[src/common/fbPkg.sv]
package fbPkg;

	////////////////////////////////////////////////////////////
	// Stored image geometry.
	////////////////////////////////////////////////////////////
	localparam int fbWidth = 160;
	localparam int fbHeight = 120;
	localparam int fbPixels = fbWidth * fbHeight; // Depth of one bank.
	localparam int scaleShift = 2; // 4x upscale on both axes.
	localparam int fbAddrW = 15;
	localparam int palDepth = 8;

	////////////////////////////////////////////////////////////
	// VGA 640x480 timing at the 25 MHz pixel clock.
	////////////////////////////////////////////////////////////
	localparam int cntW = 10;
	localparam int hActive = 640;
	localparam int hFront = 16;
	localparam int hSync = 96;
	localparam int hBack = 48;
	localparam int hSyncStart = hActive + hFront;
	localparam int hSyncEnd = hSyncStart + hSync;
	localparam int hTotal = hSyncEnd + hBack; // 800.
	localparam int vActive = 480;
	localparam int vFront = 10;
	localparam int vSync = 2;
	localparam int vBack = 33;
	localparam int vSyncStart = vActive + vFront;
	localparam int vSyncEnd = vSyncStart + vSync;
	localparam int vTotal = vSyncEnd + vBack; // 525.

	typedef logic [2:0] pixelT; // Palette index.
	typedef logic [11:0] colorT; // 4 bits each of R, G, B.
	typedef logic [fbAddrW-1:0] fbAddrT;
	typedef logic [cntW-1:0] cntT;

	// Register map.
	localparam int axiAddrW = 8;
	localparam logic [axiAddrW-1:0] regCtrl = 8'h00;
	localparam logic [axiAddrW-1:0] regPixel = 8'h04;
	localparam logic [axiAddrW-1:0] regPaletteBase = 8'h20;

endpackage

[src/frameBuffer/dualPortRam.sv]
`timescale 1ns/1ps

module dualPortRam
#(
	parameter type dataT = logic,
	parameter int depth = 8
)
(
	input  logic clk,
	input  logic we,
	input  logic [$clog2(depth)-1:0] wrAddr,
	input  dataT wrData,
	input  logic [$clog2(depth)-1:0] rdAddr,
	output dataT rdData
);

	dataT mem [depth];

	// Power up blank.
	initial
	begin
		for (int i = 0; i < depth; i++)
			mem[i] = '0;
	end

	////////////////////////////////////////////////////////////
	// One write port, one registered read port.
	////////////////////////////////////////////////////////////
	always_ff @(posedge clk)
	begin
		if (we)
			mem[wrAddr] <= wrData;
		rdData <= mem[rdAddr]; // Old value on a same-address write.
	end

endmodule

[src/scanout/pixelPipe.sv]
`timescale 1ns/1ps

module pixelPipe
(
	input  logic clk,
	input  logic reset,
	input  fbPkg::cntT hCount,
	input  fbPkg::cntT vCount,
	input  logic active,
	input  logic hsyncRaw,
	input  logic vsyncRaw,
	output fbPkg::fbAddrT rdAddr,
	input  fbPkg::pixelT rdPixel,
	input  logic palWe,
	input  fbPkg::pixelT palIndex,
	input  fbPkg::colorT palColor,
	output fbPkg::colorT rgb,
	output logic hsync,
	output logic vsync,
	output logic de
);

	fbPkg::fbAddrT rowBase;
	fbPkg::fbAddrT colOff;
	fbPkg::colorT palOut;
	logic [2:0] deQ; // Bit n sits at stage n+1.
	logic [2:0] hsQ;
	logic [2:0] vsQ;

	// Scale down by 4, then row * 160 + column.
	assign rowBase = fbPkg::fbAddrT'(vCount >> fbPkg::scaleShift) *
		fbPkg::fbAddrT'(fbPkg::fbWidth);
	assign colOff = fbPkg::fbAddrT'(hCount >> fbPkg::scaleShift);

	// Stage 1. Address.
	always_ff @(posedge clk)
		rdAddr <= active ? rowBase + colOff : '0; // Park at 0 in blanking.

	////////////////////////////////////////////////////////////
	// Control delay line and output stage.
	////////////////////////////////////////////////////////////
	always_ff @(posedge clk)
	begin
		if (reset)
		begin
			deQ <= '0;
			hsQ <= '1; // Syncs idle high.
			vsQ <= '1;
			de <= 1'b0;
			hsync <= 1'b1;
			vsync <= 1'b1;
			rgb <= '0;
		end
		else
		begin
			deQ <= {deQ[1:0], active};
			hsQ <= {hsQ[1:0], hsyncRaw};
			vsQ <= {vsQ[1:0], vsyncRaw};
			de <= deQ[2]; // Stage 4.
			hsync <= hsQ[2];
			vsync <= vsQ[2];
			rgb <= deQ[2] ? palOut : '0; // Black in blanking.
		end
	end

	// Stage 3. Color lookup on the bank output.
	dualPortRam #(
		.dataT(fbPkg::colorT),
		.depth(fbPkg::palDepth)
	) palette (
		.clk(clk),
		.we(palWe),
		.wrAddr(palIndex),
		.wrData(palColor),
		.rdAddr(rdPixel),
		.rdData(palOut)
	);

endmodule

[config.mk]
export PLATFORM = sky130hd
export DESIGN_NAME = pixelPipe
export DESIGN_NICKNAME = d
export VERILOG_FILES = /design/src/common/fbPkg.sv /design/src/frameBuffer/dualPortRam.sv /design/src/scanout/pixelPipe.sv
export SDC_FILE = /design/constraint.sdc
export NUM_CORES = 1
export LEC_CHECK = 0
export ABC_AREA = 0
export BUFFER_PORTS_ARGS = -buffer_cell sky130_fd_sc_hd__buf_2
export CAP_MARGIN = 20
export CELL_PAD_IN_SITES_DETAIL_PLACEMENT = 2
export CELL_PAD_IN_SITES_GLOBAL_PLACEMENT = 2
export CORE_MARGIN = 3
export CORE_UTILIZATION = 30
export CTS_CLUSTER_SIZE = 10
export DETAILED_ROUTE_END_ITERATION = 16
export GPL_TIMING_DRIVEN = 0
export PLACE_DENSITY = 0.65
export SETUP_SLACK_MARGIN = 0.4
export SYNTH_ARGS = -nofsm -noshare
export SYNTH_HDL_FRONTEND = slang
export SYNTH_SLANG_ARGS = --single-unit
[constraint.sdc]
create_clock -name clk -period 2.7 [get_ports clk]
set_input_delay 0.27 -clock clk [delete_from_list [all_inputs] [get_ports clk]]
set_output_delay 0.27 -clock clk [all_outputs]
set_load 0.05 [all_outputs]
; Word level (Yosys, flattened, before mapping)
; Memories as Yosys holds them, arrays and structs flattened. A register that Yosys moved wholly into a read port is not among the register bits.
; Index checks and enable logic that the tools add are counted.
[op_classes]
add_sub_neg = 1
n_mux = 2
n_reduce_logical = 1
n_mul = 1
bitwise = 1
[ops]
columns = cell, count
row1 = 15-bit by 8-bit adder with 15-bit output, 1
row2 = 8-bit by 3-bit multiplier with 10-bit output (second input constant), 1
row3 = 1-bit two-way mux, 2
row4 = 2-bit OR reduction, 1
row5 = 1-bit inverter, 1
[totals]
out_inout_bits = 30
ff_bits = 39
mem_count = 1
ramBits = 96
elab_cells = 15
input_bits = 44
[memory_table]
columns = memory, words, width, rd, rd_clocked_by_memory_dff, write_ports, line_no
row1 = palette.mem, 8, 12, 1, 1, 1, dualPortRam.sv:17  ; dataT mem [depth];

; Longest topological paths before layout
; Gate-level depths: netlist (run 1).
[logic_depth]
depth_word = 2
ltp_mapped = 8
mapped_depth_nobuf = 8

; Cells and area by module
; A second synthesis (run 1) with hierarchy kept.
[hier_totals]
hier_cells = 316
area_unflattened_um2 = 5596.6
[modules_own_cells]
columns = module, area_each_um2, seq_area_each_um2, n_inst, cells_each
row1 = dualPortRam, 3987.6, 3123.0, 1, 164
row2 = pixelPipe, 1609.0, 780.7, 1, 152

; Worst setup path after synthesis (run 1)
; OpenSTA, ideal clock, no wires.
[synth_path]
path_kind = input to register
start = input vCount[3]
end = register rdAddr[14]
setup_time_ps = 123
n_path_buf = 0
stages = 8
arrival_ps = 2300
t_required_ps = 2577
slack_ps = 277
cell_sequence = ha_1 > ha_1 > fa_1 > a211oi_2 > nor2_1 > and3_1 > o31a_1 > mux2_1
[synth_between]
elab_chain_cells = 2
[synth_rtl]
columns = element, line_no
row1 = start: declaration, pixelPipe.sv:8  ; input fbPkg::cntT vCount,
row2 = 8-bit by 3-bit multiplier with 10-bit output, pixelPipe.sv:31  ; assign rowBase = fbPkg::fbAddrT'(vCount >> fbPkg::scaleShift) *
row3 = 15-bit by 8-bit adder with 15-bit output, pixelPipe.sv:37  ; rdAddr <= active ? rowBase + colOff : '0;
row4 = end signal: assignment, pixelPipe.sv:37
row5 = end: declaration, pixelPipe.sv:12  ; output fbPkg::fbAddrT rdAddr,
; No other way between the ends.
; A chain may end at the register's enable or synchronous reset.

; Final worst setup path (run 1)
; Ends and elaborated chain as after synthesis.

==> out/metrics.cfg, run 1 <==
[finish]
layout.filler_cells=1824
area_growth_syn_to_layout_pct=23.17
num-nets-final=469
stdcell_area_sq_mm=0.006825
multi_input_area_sq_mm=0.001598
drive_gt1_share_pct=39.52
final-seq-area_sq_mm=0.003904
instances_no_fill=649
antennaDiodeCount=0

[placement]
gp_routability_congestion=0.6820
place.port_buffers=67
placedCellCount=618
dpl-instance-area_sq_mm=0.006255
place_ws_ns=0.1071
hpwl_um=8662

[timing]
worst_slack_ns=0.5485
report.final.setup_viol=0
final_slew_violations=0
final.setup_skew_ns=0.005903
final_hold_fails=0
worstMarginPinSlew_ns=0.9216
finalCritPeriodShare_pct=79.68
relSlewSlack_pct=38.50
fmax_mhz=464.8
grt_setup_unrepaired=no
final_critical_path_time_including_i_o_delays_and_setup_ns=2.151

[yosys]
synth.avg_cell_area_sq_um=17.59
synthTopCellsByArea=sky130_fd_sc_hd__edfxtp_1 52%, sky130_fd_sc_hd__dfxtp_1 18%, sky130_fd_sc_hd__mux4_2 9.8%
syn-instance-count=315
ys_ff_latch=147
yosys.cell_types.count=45
synth-edff-count=96
yosys.area.top_type=sky130_fd_sc_hd__edfxtp_1
yosysWarnings=0
synth_largest_type_area_fraction_pct=52.02
synth.yosys.seq_area_share_pct=70.44
synth_top_flop_cell=sky130_fd_sc_hd__edfxtp_1
async_reset_ff_share_pct=0
synthesis.nets=376
mappedNetlistArea_sq_mm=0.005542

[power]
static-leakage-power_nw=2.497
power_per_cell_area_mw_per_mm2=775.7
max-vdd-ir-drop_mv=0.4315

[die]
die-width_um=141.9
initial_core_util_pct=30.74
io_pins=74
fp-row-count=49
core_area_sq_mm=0.01802
die-height_um=141.9
die-area_sq_mm=0.02014

[hold_path]
min_path_type=in2reg

[drt]
vias_per_cell=4.590
drtAntennaViolNets=0
final_wirelength_um=12160
initialDrtViolationCount=102
first_pass_iters=4
post-route-drc-count=0
num_vias=2979
routed_wire_length_per_instance_um=18.74

[critical_path]
critical_path.startpoint_type=input pin
path_max_fanout=3
r2r.worst_path.cells=3
cp_data_required_time_ns=3.00
worstSetupPathType=in2reg
cp_slowest_cell=sky130_fd_sc_hd__fa_2
reg2reg_setup_slack_ns=1.34
timing.rr.start=deQ[2]
endpoint_arrival_time_on_the_critical_path_ns=2.45
critical_path.startpoint=vCount[3]
slowest_delay_ns=0.40
critPathBufInv=1
cpLargestDelayFamily=adder cells
worstReg2RegEnd=rgb[3]
cp_num_cells=9
path_cells=buf_2, ha_1, ha_2, fa_2, a211oi_2, nor2_1, and3_1, o31a_1, mux2_1
worst_setup_path_end_kind=flip-flop
cp-endpoint=rdAddr[14]

[cts]
number_of_h_tree_levels=4
post_cts_buffers=0
cts.root.buffer_cell=sky130_fd_sc_hd__clkbuf_16
worst_skew_pair.late_latency_ns=0.41
path_clk_slew_ns=0.06
ctsResizeCount=0
clock_sinks=147
cts_inserted_buffers=17
cts.hold.buffers_added=0
tritoncts=done
max-clock-path-buffers=2

[flow_run]
drv_cap=0

[grt]
first_global_vias=3421
grt_use_total_pct=13.12
initial_antenna_violation_count=1
globalRouteOverflowTotal=0
grt_max_degree=17
grt_first_pass_wirelength_um=19550

[outcome]
outcome=completed

==> cells by family (layout without fill, tap and decap cells) <==
kind of cell | Yosys count | in the layout | synth area share (%)
flip-flops | 147 | 147 | 70.44
AND/OR/NAND/NOR | 75 | 75 | 8.445
multiplexers | 37 | 37 | 12.40
AO/OA/AOI/OAI | 18 | 18 | 2.438
adder cells (fa/ha/maj) | 17 | 17 | 4.109
buffers and inverters | 15 | 120 | 1.084
XOR/XNOR | 6 | 6 | 1.084
==> cells in the final DEF (no fill, tap or decap), types with 8 or more instances in the layout <==
| cell | count |
|---|---|
| sky130_fd_sc_hd__and2_1 | 23 |
| sky130_fd_sc_hd__buf_2 | 70 |
| sky130_fd_sc_hd__clkbuf_1 | 8 |
| sky130_fd_sc_hd__clkbuf_16 | 18 |
| sky130_fd_sc_hd__dfxtp_1 | 51 |
| sky130_fd_sc_hd__edfxtp_1 | 96 |
| sky130_fd_sc_hd__ha_1 | 14 |
| sky130_fd_sc_hd__mux2_2 | 12 |
| sky130_fd_sc_hd__mux4_2 | 24 |
| sky130_fd_sc_hd__nor2_1 | 12 |
| sky130_fd_sc_hd__or2_2 | 8 |
==> layout make-up <==
class	instances	area share, %
clock buffer	21	6.911
timing repair buffer	74	5.958
tap	229	4.198
clock inverter	10	1.448
multi-input combinational	153	23.41
sequential	147	57.20
inverter	5	0.2750
buffer	10	0.6049
==> synthesized netlist by cell type, types with 2 or more instances <==
| cell type | n |
|---|---|
| sky130_fd_sc_hd__inv_1 | 5 |
| sky130_fd_sc_hd__nor2_1 | 14 |
| sky130_fd_sc_hd__dfxtp_1 | 51 |
| sky130_fd_sc_hd__nor4b_1 | 2 |
| sky130_fd_sc_hd__and2_1 | 23 |
| sky130_fd_sc_hd__o21ai_0 | 4 |
| sky130_fd_sc_hd__nand2_1 | 3 |
| sky130_fd_sc_hd__o21ba_2 | 2 |
| sky130_fd_sc_hd__mux4_2 | 24 |
| sky130_fd_sc_hd__a211oi_2 | 2 |
| sky130_fd_sc_hd__nand2b_1 | 3 |
| sky130_fd_sc_hd__xor2_1 | 2 |
| sky130_fd_sc_hd__mux2_2 | 12 |
| sky130_fd_sc_hd__ha_1 | 15 |
| sky130_fd_sc_hd__clkbuf_1 | 6 |
| sky130_fd_sc_hd__nor3_1 | 2 |
| sky130_fd_sc_hd__fa_1 | 2 |
| sky130_fd_sc_hd__nor3b_1 | 3 |
| sky130_fd_sc_hd__nor2b_1 | 7 |
| sky130_fd_sc_hd__a211oi_1 | 2 |
| sky130_fd_sc_hd__edfxtp_1 | 96 |
| sky130_fd_sc_hd__or2_2 | 8 |
| sky130_fd_sc_hd__buf_2 | 3 |
| sky130_fd_sc_hd__xnor2_1 | 3 |
==> where the power goes <==
group | internal, mW | switching [mW] | leakage, nW | total, mW
logic | 0.203 | 0.324 | 0.939 | 0.526
registers | 2.50 | 0.0222 | 1.29 | 2.52
clock network | 1.35 | 0.900 | 0.264 | 2.25
total | 4.05 | 1.25 | 2.50 | 5.29
==> layer usage <==
metal	up-vias	wire, um	part of all wire (%)	GRT usage (%)
li1	1378	-	-	-
met1	1528	5290	43	16.53
met2	57	6215	51	21.72
met3	14	478	3.9	3.707
met4	2	164	1.3	4.697
met5	-	13	0.11	0
==> per-stage QoR <==
step | util (%) | TNS, ns | power (mW) | hold slack [ns]
2_1_floorplan | - | 0 | 2.930 | 0.3416
6_report | 37.87 | 0 | 5.294 | 0.04797
4_1_cts | 37.87 | 0 | 5.382 | 0.02615
5_1_grt | 37.87 | 0 | 5.534 | 0.03003
3_3_place_gp | 34.22 | -1.056 | 3.073 | 0.3957
3_5_place_dp | 34.70 | 0 | 3.105 | 0.4012
==> state kept, by name (all words and copies together), names as in the netlist <==
| signal | flops |
|---|---|
| hsync | 1 |
| deQ | 3 |
| palette.rdData | 12 |
| de | 1 |
| rdAddr | 15 |
| vsync | 1 |
| hsQ | 3 |
| rgb | 12 |
| palette.mem | 96 |
| vsQ | 3 |
==> how the worst min path moves through the flow <==
stage	slack [ns]	depth (start not counted)	start	endpoint
5_1_grt	0.03	2	hsyncRaw	hsQ[0]
2_1_floorplan	0.34	1	reset	deQ[2]
3_3_place_gp	0.40	1	vsQ[1]	vsQ[2]
6_report	0.05	2	vsyncRaw	vsQ[0]
4_1_cts	0.03	2	vsyncRaw	vsQ[0]
3_5_place_dp	0.40	1	vsQ[1]	vsQ[2]
Power figures use the tool's default switching activity.
==> inputs of run 2 (changes only) <==
clock period = 2 ns   (was 2.7 ns; I/O delays follow)
==> run 2 against run 1 <==
  * Global-route usage grew 0.35 points
  * Via count up 2.1%
  * First-iteration DRC count rose by 110%
  * Clock skew is essentially flat
  * Non-clock buffer count is 14 higher
  * Sequential power is 35% higher
  * Clock-buffer cell count grew 7
  * Cell count rose by 2.3%
  * Setup slack got worse by 0.44 ns
  * Critical path type unchanged
==> out/metrics.cfg, run 2 (synthesized netlist as in run 1, its figures left out) <==
[outcome]
outcome=completed

[placement]
gp_routability_congestion=0.6664
placedCellCount=619
hpwl_um=8882
place.port_buffers=67
place_ws_ns=-0.3676
dpl-instance-area_sq_mm=0.006319

[critical_path]
critical_path.startpoint=vCount[5]
endpoint_arrival_time_on_the_critical_path_ns=2.19
slowest_delay_ns=0.39
critical_path.startpoint_type=input pin
r2r.worst_path.cells=3
path_common_cell=sky130_fd_sc_hd__ha_4
path_cells=buf_8, ha_4, ha_4, fa_2, a211oi_4, nor2_2, and3_4, o31a_1, mux2_4
worstSetupPathType=in2reg
path_max_fanout=3
timing.rr.start=deQ[2]
reg2reg_setup_slack_ns=0.62
worstReg2RegEnd=rgb[5]
cp_slowest_cell=sky130_fd_sc_hd__fa_2
cpLargestDelayFamily=adder cells
critPathBufInv=1
cp_data_required_time_ns=2.30
cp_num_cells=9
worst_setup_path_end_kind=flip-flop
cp-endpoint=rdAddr[14]

[finish]
most_common_library_cell_in_the_layout_ignoring_fill_and_taps=sky130_fd_sc_hd__edfxtp_1
num-nets-final=483
regMostFlops=palette.mem
stdcell_area_sq_mm=0.007086
drive_gt1_share_pct=41.38
mostFrequentLayoutCells=96 x sky130_fd_sc_hd__edfxtp_1, 68 x sky130_fd_sc_hd__buf_2, 51 x sky130_fd_sc_hd__dfxtp_1
area_growth_syn_to_layout_pct=27.86
layout.filler_cells=1792
post-route-util_pct=39.31
reg_top3=palette.mem: 96 flops, rdAddr: 15 flops
largest_register_ff_count=96
instances_no_fill=664
antennaDiodeCount=0

[cts]
number_of_h_tree_levels=4
path_clk_slew_ns=0.05
worst_skew_pair.late_latency_ns=0.41
cts_inserted_buffers=17
clock_sinks=147
max-clock-path-buffers=2
tritoncts=done
cts.root.buffer_cell=sky130_fd_sc_hd__clkbuf_16

[timing]
final_hold_fails=0
relSlewSlack_pct=39.93
final_critical_path_time_including_i_o_delays_and_setup_ns=1.888
worst_slack_ns=0.1119
worstMarginPinSlew_ns=0.8977
finalCritPeriodShare_pct=94.40
fin_hold_ws_ns=0.06634
grt_setup_unrepaired=yes
fmax_mhz=529.6
finalSetupTns_ns=0
report.final.setup_viol=0
final_slew_violations=0
final.setup_skew_ns=0.005887

[drt]
initialDrtViolationCount=213
vias_per_cell=4.581
drtAntennaViolNets=0
num_vias=3042
post-route-drc-count=0
routed_wire_length_per_instance_um=19.38
final_wirelength_um=12870
first_pass_iters=4

[power]
max-vdd-ir-drop_mv=0.7244
static-leakage-power_nw=2.593
power_per_cell_area_mw_per_mm2=1018
power.total_mw=7.211

[hold_path]
worst_hold_startpoint=palColor[0]
min_path_type=in2reg

[die]
io_pins=74
initial_core_util_pct=30.74
core_area_sq_mm=0.01802
die-area_sq_mm=0.02014
die-height_um=141.9
fp-row-count=49
die-width_um=141.9

[grt]
grt_max_degree=17
grt_first_pass_wirelength_um=19840
first_global_vias=3370
initial_antenna_violation_count=1
grt_use_total_pct=13.47
globalRouteOverflowTotal=0

[flow_run]
drv_cap=0

run 2: changes by cell type in the layout (fill, tap and decap cells not counted), sizes merged:
cell | before | now
buf | 78 | 84
dlygate4sd3 | 0 | 8
clkinvlp | 5 | 1
clkbuf | 27 | 34
clkinv | 1 | 2
inv | 8 | 5
run 2: metal layers:
metal / GRT usage [%] / wire length (um) / share of wire, %
met5: 0 / 20 / 0.16
met4: 4.394 / 175 / 1.4
met3: 3.640 / 330 / 2.6
met2: 23.51 / 6965 / 54
met1: 16.20 / 5378 / 42
run 2: area by class of cell:
type | instances | area [sq um] | area share (%)
Sequential cell | 147 | 3904 | 55.09
Multi-Input combinational cell | 153 | 1713 | 24.17
Timing Repair Buffer | 88 | 556.8 | 7.858
Clock buffer | 28 | 516.7 | 7.293
Tap cell | 229 | 286.5 | 4.044
Clock inverter | 4 | 47.55 | 0.6710
Buffer | 10 | 42.54 | 0.6004
Inverter | 5 | 18.77 | 0.2649
run 2: repair_timing:
action                                  in CTS  in global routing
buffers inserted                             4                  1
gates resized for setup                     13                  2
pin swaps                                   10                  1
endpoints found under the setup margin       7                  4
hold endpoints to repair                     8                  0
hold buffers                                 8                  0
run 2: worst min path at each step:
stage | end | slack [ns] | cells past startpoint
after global routing | palette.mem[1][9] | 0.07 | 1
after floorplan | deQ[2] | 0.27 | 1
after detailed placement | vsQ[0] | 0.39 | 2
final | palette.mem[0][0] | 0.07 | 1
after CTS | palette.mem[3][9] | 0.05 | 1
after global placement | hsQ[0] | 0.39 | 2
run 2: where the power goes:
part / total, mW / switching [mW] / internal, mW
logic: 0.801 / 0.470 / 0.332
registers: 3.41 / 0.0327 / 3.37
clock network: 3.00 / 1.13 / 1.87
total: 7.21 / 1.63 / 5.58
==> inputs of run 3 (changes only) <==
--- a/config.mk
+++ b/config.mk
@@ -17,4 +17,5 @@
 export GPL_TIMING_DRIVEN = 0
 export PLACE_DENSITY = 0.65
+export RECOVER_POWER = 25
 export SETUP_SLACK_MARGIN = 0.4
 export SYNTH_ARGS = -nofsm -noshare
==> constraint.sdc (replaced) <==
create_clock -name clk -period 2 [get_ports clk]
set_input_delay 0.2 -clock clk [delete_from_list [all_inputs] [get_ports clk]]
set_output_delay 0.2 -clock clk [all_outputs]
set_load 0.1 [all_outputs]
==> run 3 against run 2 <==
  * Critical path depth did not move
  * Setup slack barely moved
  * Flip-flop and latch count did not move
  * Cell count did not move
  * Global-route usage did not move
  * Combinational power rose by 18%
  * Non-clock buffer count did not move
  * Design area fell by 0.18%
  * Hold slack improved by 0.0075 ns
  * Clock power barely moved
  * Clock skew barely moved
  * Highest routed layer is now met4
==> out/metrics.cfg, run 3 (synthesized netlist as in run 1, its figures left out) <==
[timing]
report.final.setup_viol=0
worst_slack_ns=0.1118
finalCritPeriodShare_pct=94.41
relSlewSlack_pct=40.43
finalSetupTns_ns=0
worstMarginPinSlew_ns=0.8902
final_slew_violations=0
grt_setup_unrepaired=yes
final_critical_path_time_including_i_o_delays_and_setup_ns=1.888
final.setup_skew_ns=0.005711
fmax_mhz=529.6
final_hold_fails=0

[cts]
cts.root.buffer_cell=sky130_fd_sc_hd__clkbuf_16
worst_skew_pair.late_latency_ns=0.41
clock_sinks=147
path_clk_slew_ns=0.06
max-clock-path-buffers=2
number_of_h_tree_levels=4
cts_inserted_buffers=17
tritoncts=done

[critical_path]
critical_path.startpoint=vCount[5]
path_cells=buf_8, ha_4, ha_4, fa_2, a211oi_4, nor2_2, and3_4, o31a_1, mux2_4
worstSetupPathType=in2reg
cp_data_required_time_ns=2.30
cp_slowest_cell=sky130_fd_sc_hd__fa_2
worstReg2RegEnd=rgb[5]
timing.rr.start=deQ[2]
worst_setup_path_end_kind=flip-flop
r2r.worst_path.cells=3
path_max_fanout=3
path_common_cell=sky130_fd_sc_hd__ha_4
endpoint_arrival_time_on_the_critical_path_ns=2.19
critical_path.startpoint_type=input pin
cp-endpoint=rdAddr[14]
slowest_delay_ns=0.39
reg2reg_setup_slack_ns=0.63

[outcome]
outcome=completed

[power]
p_clk_share_pct=40.8
netSwitchingPower_mw=1.775
max-vdd-ir-drop_mv=0.7258
power.switching_fraction_pct=24.15
p_comb_share_pct=12.8
power.sequential.fraction_pct=46.3
static-leakage-power_nw=2.566
internal_power_mw=5.576
power_per_cell_area_mw_per_mm2=1039

[die]
fp-row-count=49
core_area_sq_mm=0.01802
io_pins=74
initial_core_util_pct=30.74
die-height_um=141.9
die-width_um=141.9
die-area_sq_mm=0.02014

[grt]
grt_use_total_pct=13.47
first_global_vias=3370
grt_first_pass_wirelength_um=19840
grt_max_degree=17
initial_antenna_violation_count=0
globalRouteOverflowTotal=0

[finish]
area_growth_syn_to_layout_pct=27.64
most_common_library_cell_in_the_layout_ignoring_fill_and_taps=sky130_fd_sc_hd__edfxtp_1
regMostFlops=palette.mem
layout.filler_cells=1798
largest_register_ff_count=96
drive_gt1_share_pct=39.08
num-nets-final=483
mostFrequentLayoutCells=96 x sky130_fd_sc_hd__edfxtp_1, 58 x sky130_fd_sc_hd__buf_2, 51 x sky130_fd_sc_hd__dfxtp_1
antennaDiodeCount=0
reg_top3=palette.mem: 96 flops, rdAddr: 15 flops

[drt]
routed_wire_length_per_instance_um=19.37
vias_per_cell=4.571
final_wirelength_um=12860
post-route-drc-count=0
drtAntennaViolNets=0
first_pass_iters=4
num_vias=3035
initialDrtViolationCount=194

[hold_path]
min_path_type=in2reg

[placement]
place_ws_ns=-0.3676
place.port_buffers=67
hpwl_um=8882
gp_routability_congestion=0.6664

[flow_run]
drv_cap=0

## run 3: metal layers
metal / global-route usage, % / part of all wire [%] / wire length (um)
met3: 3.640 / 2.9 / 369
met2: 23.51 / 54 / 6994
met5: 0 / 0 / 0
met4: 4.394 / 1.3 / 165
met1: 16.20 / 41 / 5330
## run 3: layout make-up
cell class / count / area, sq um / share of cell area, %
Clock inverter: 4 / 47.55 / 0.6722
Buffer: 10 / 42.54 / 0.6015
Inverter: 5 / 18.77 / 0.2653
Tap cell: 229 / 286.5 / 4.051
Sequential cell: 147 / 3904 / 55.19
Multi-Input combinational cell: 153 / 1713 / 24.22
Timing Repair Buffer: 88 / 544.3 / 7.695
Clock buffer: 28 / 516.7 / 7.306
## run 3: worst min-delay path by stage
stage	startpoint	end	slack (ns)	cells after the start
6_report	palColor[5]	palette.mem[3][5]	0.07	1
3_3_place_gp	hsyncRaw	hsQ[0]	0.39	2
2_1_floorplan	reset	deQ[2]	0.27	1
5_1_grt	rdPixel[2]	palette.rdData[0]	0.08	2
4_1_cts	palColor[9]	palette.mem[3][9]	0.05	1
3_5_place_dp	vsyncRaw	vsQ[0]	0.39	2
## run 3: what timing repair did
action / CTS / global route
endpoints found under the hold margin: 8 / 0
setup endpoints to repair: 7 / 4
buffers inserted: 4 / 1
resized for setup: 13 / 2
pin swaps: 10 / 1
hold buffers: 8 / 0
## run 3: per-stage QoR
step                hold WS (ns)  instance area, sq um  power (mW)  utilization, %  instances
detailed placement        0.3886                  6319       4.367           35.05        619
CTS                      0.05206                  7064       7.436           39.19        663
global placement          0.3883                  6238       4.320           34.61        611
floorplan                 0.2716                  5617       4.124               -        315
global route             0.07994                  7073       7.656           39.24        664
finish                   0.07384                  7073       7.351           39.24        664
## run 3: power groups by stage
stage / Combinational (mW) / Clock (mW) / Sequential, mW
final: 0.945 / 3.00 / 3.41
after global routing: 1.02 / 3.22 / 3.42
after CTS: 0.954 / 3.08 / 3.41
after detailed placement: 0.898 / 0 / 3.47
after global placement: 0.862 / 0 / 3.46
after floorplan: 0.382 / 0 / 3.74
## run 3: critical path: cells and delay by family
family | cells | cell delay, ns
adders and majority gates | 3 | 0.79
buffers and inverters | 1 | 0.10
and+or+nand+nor | 2 | 0.28
muxes | 1 | 0.25
AOI/OAI and AO/OA | 2 | 0.56
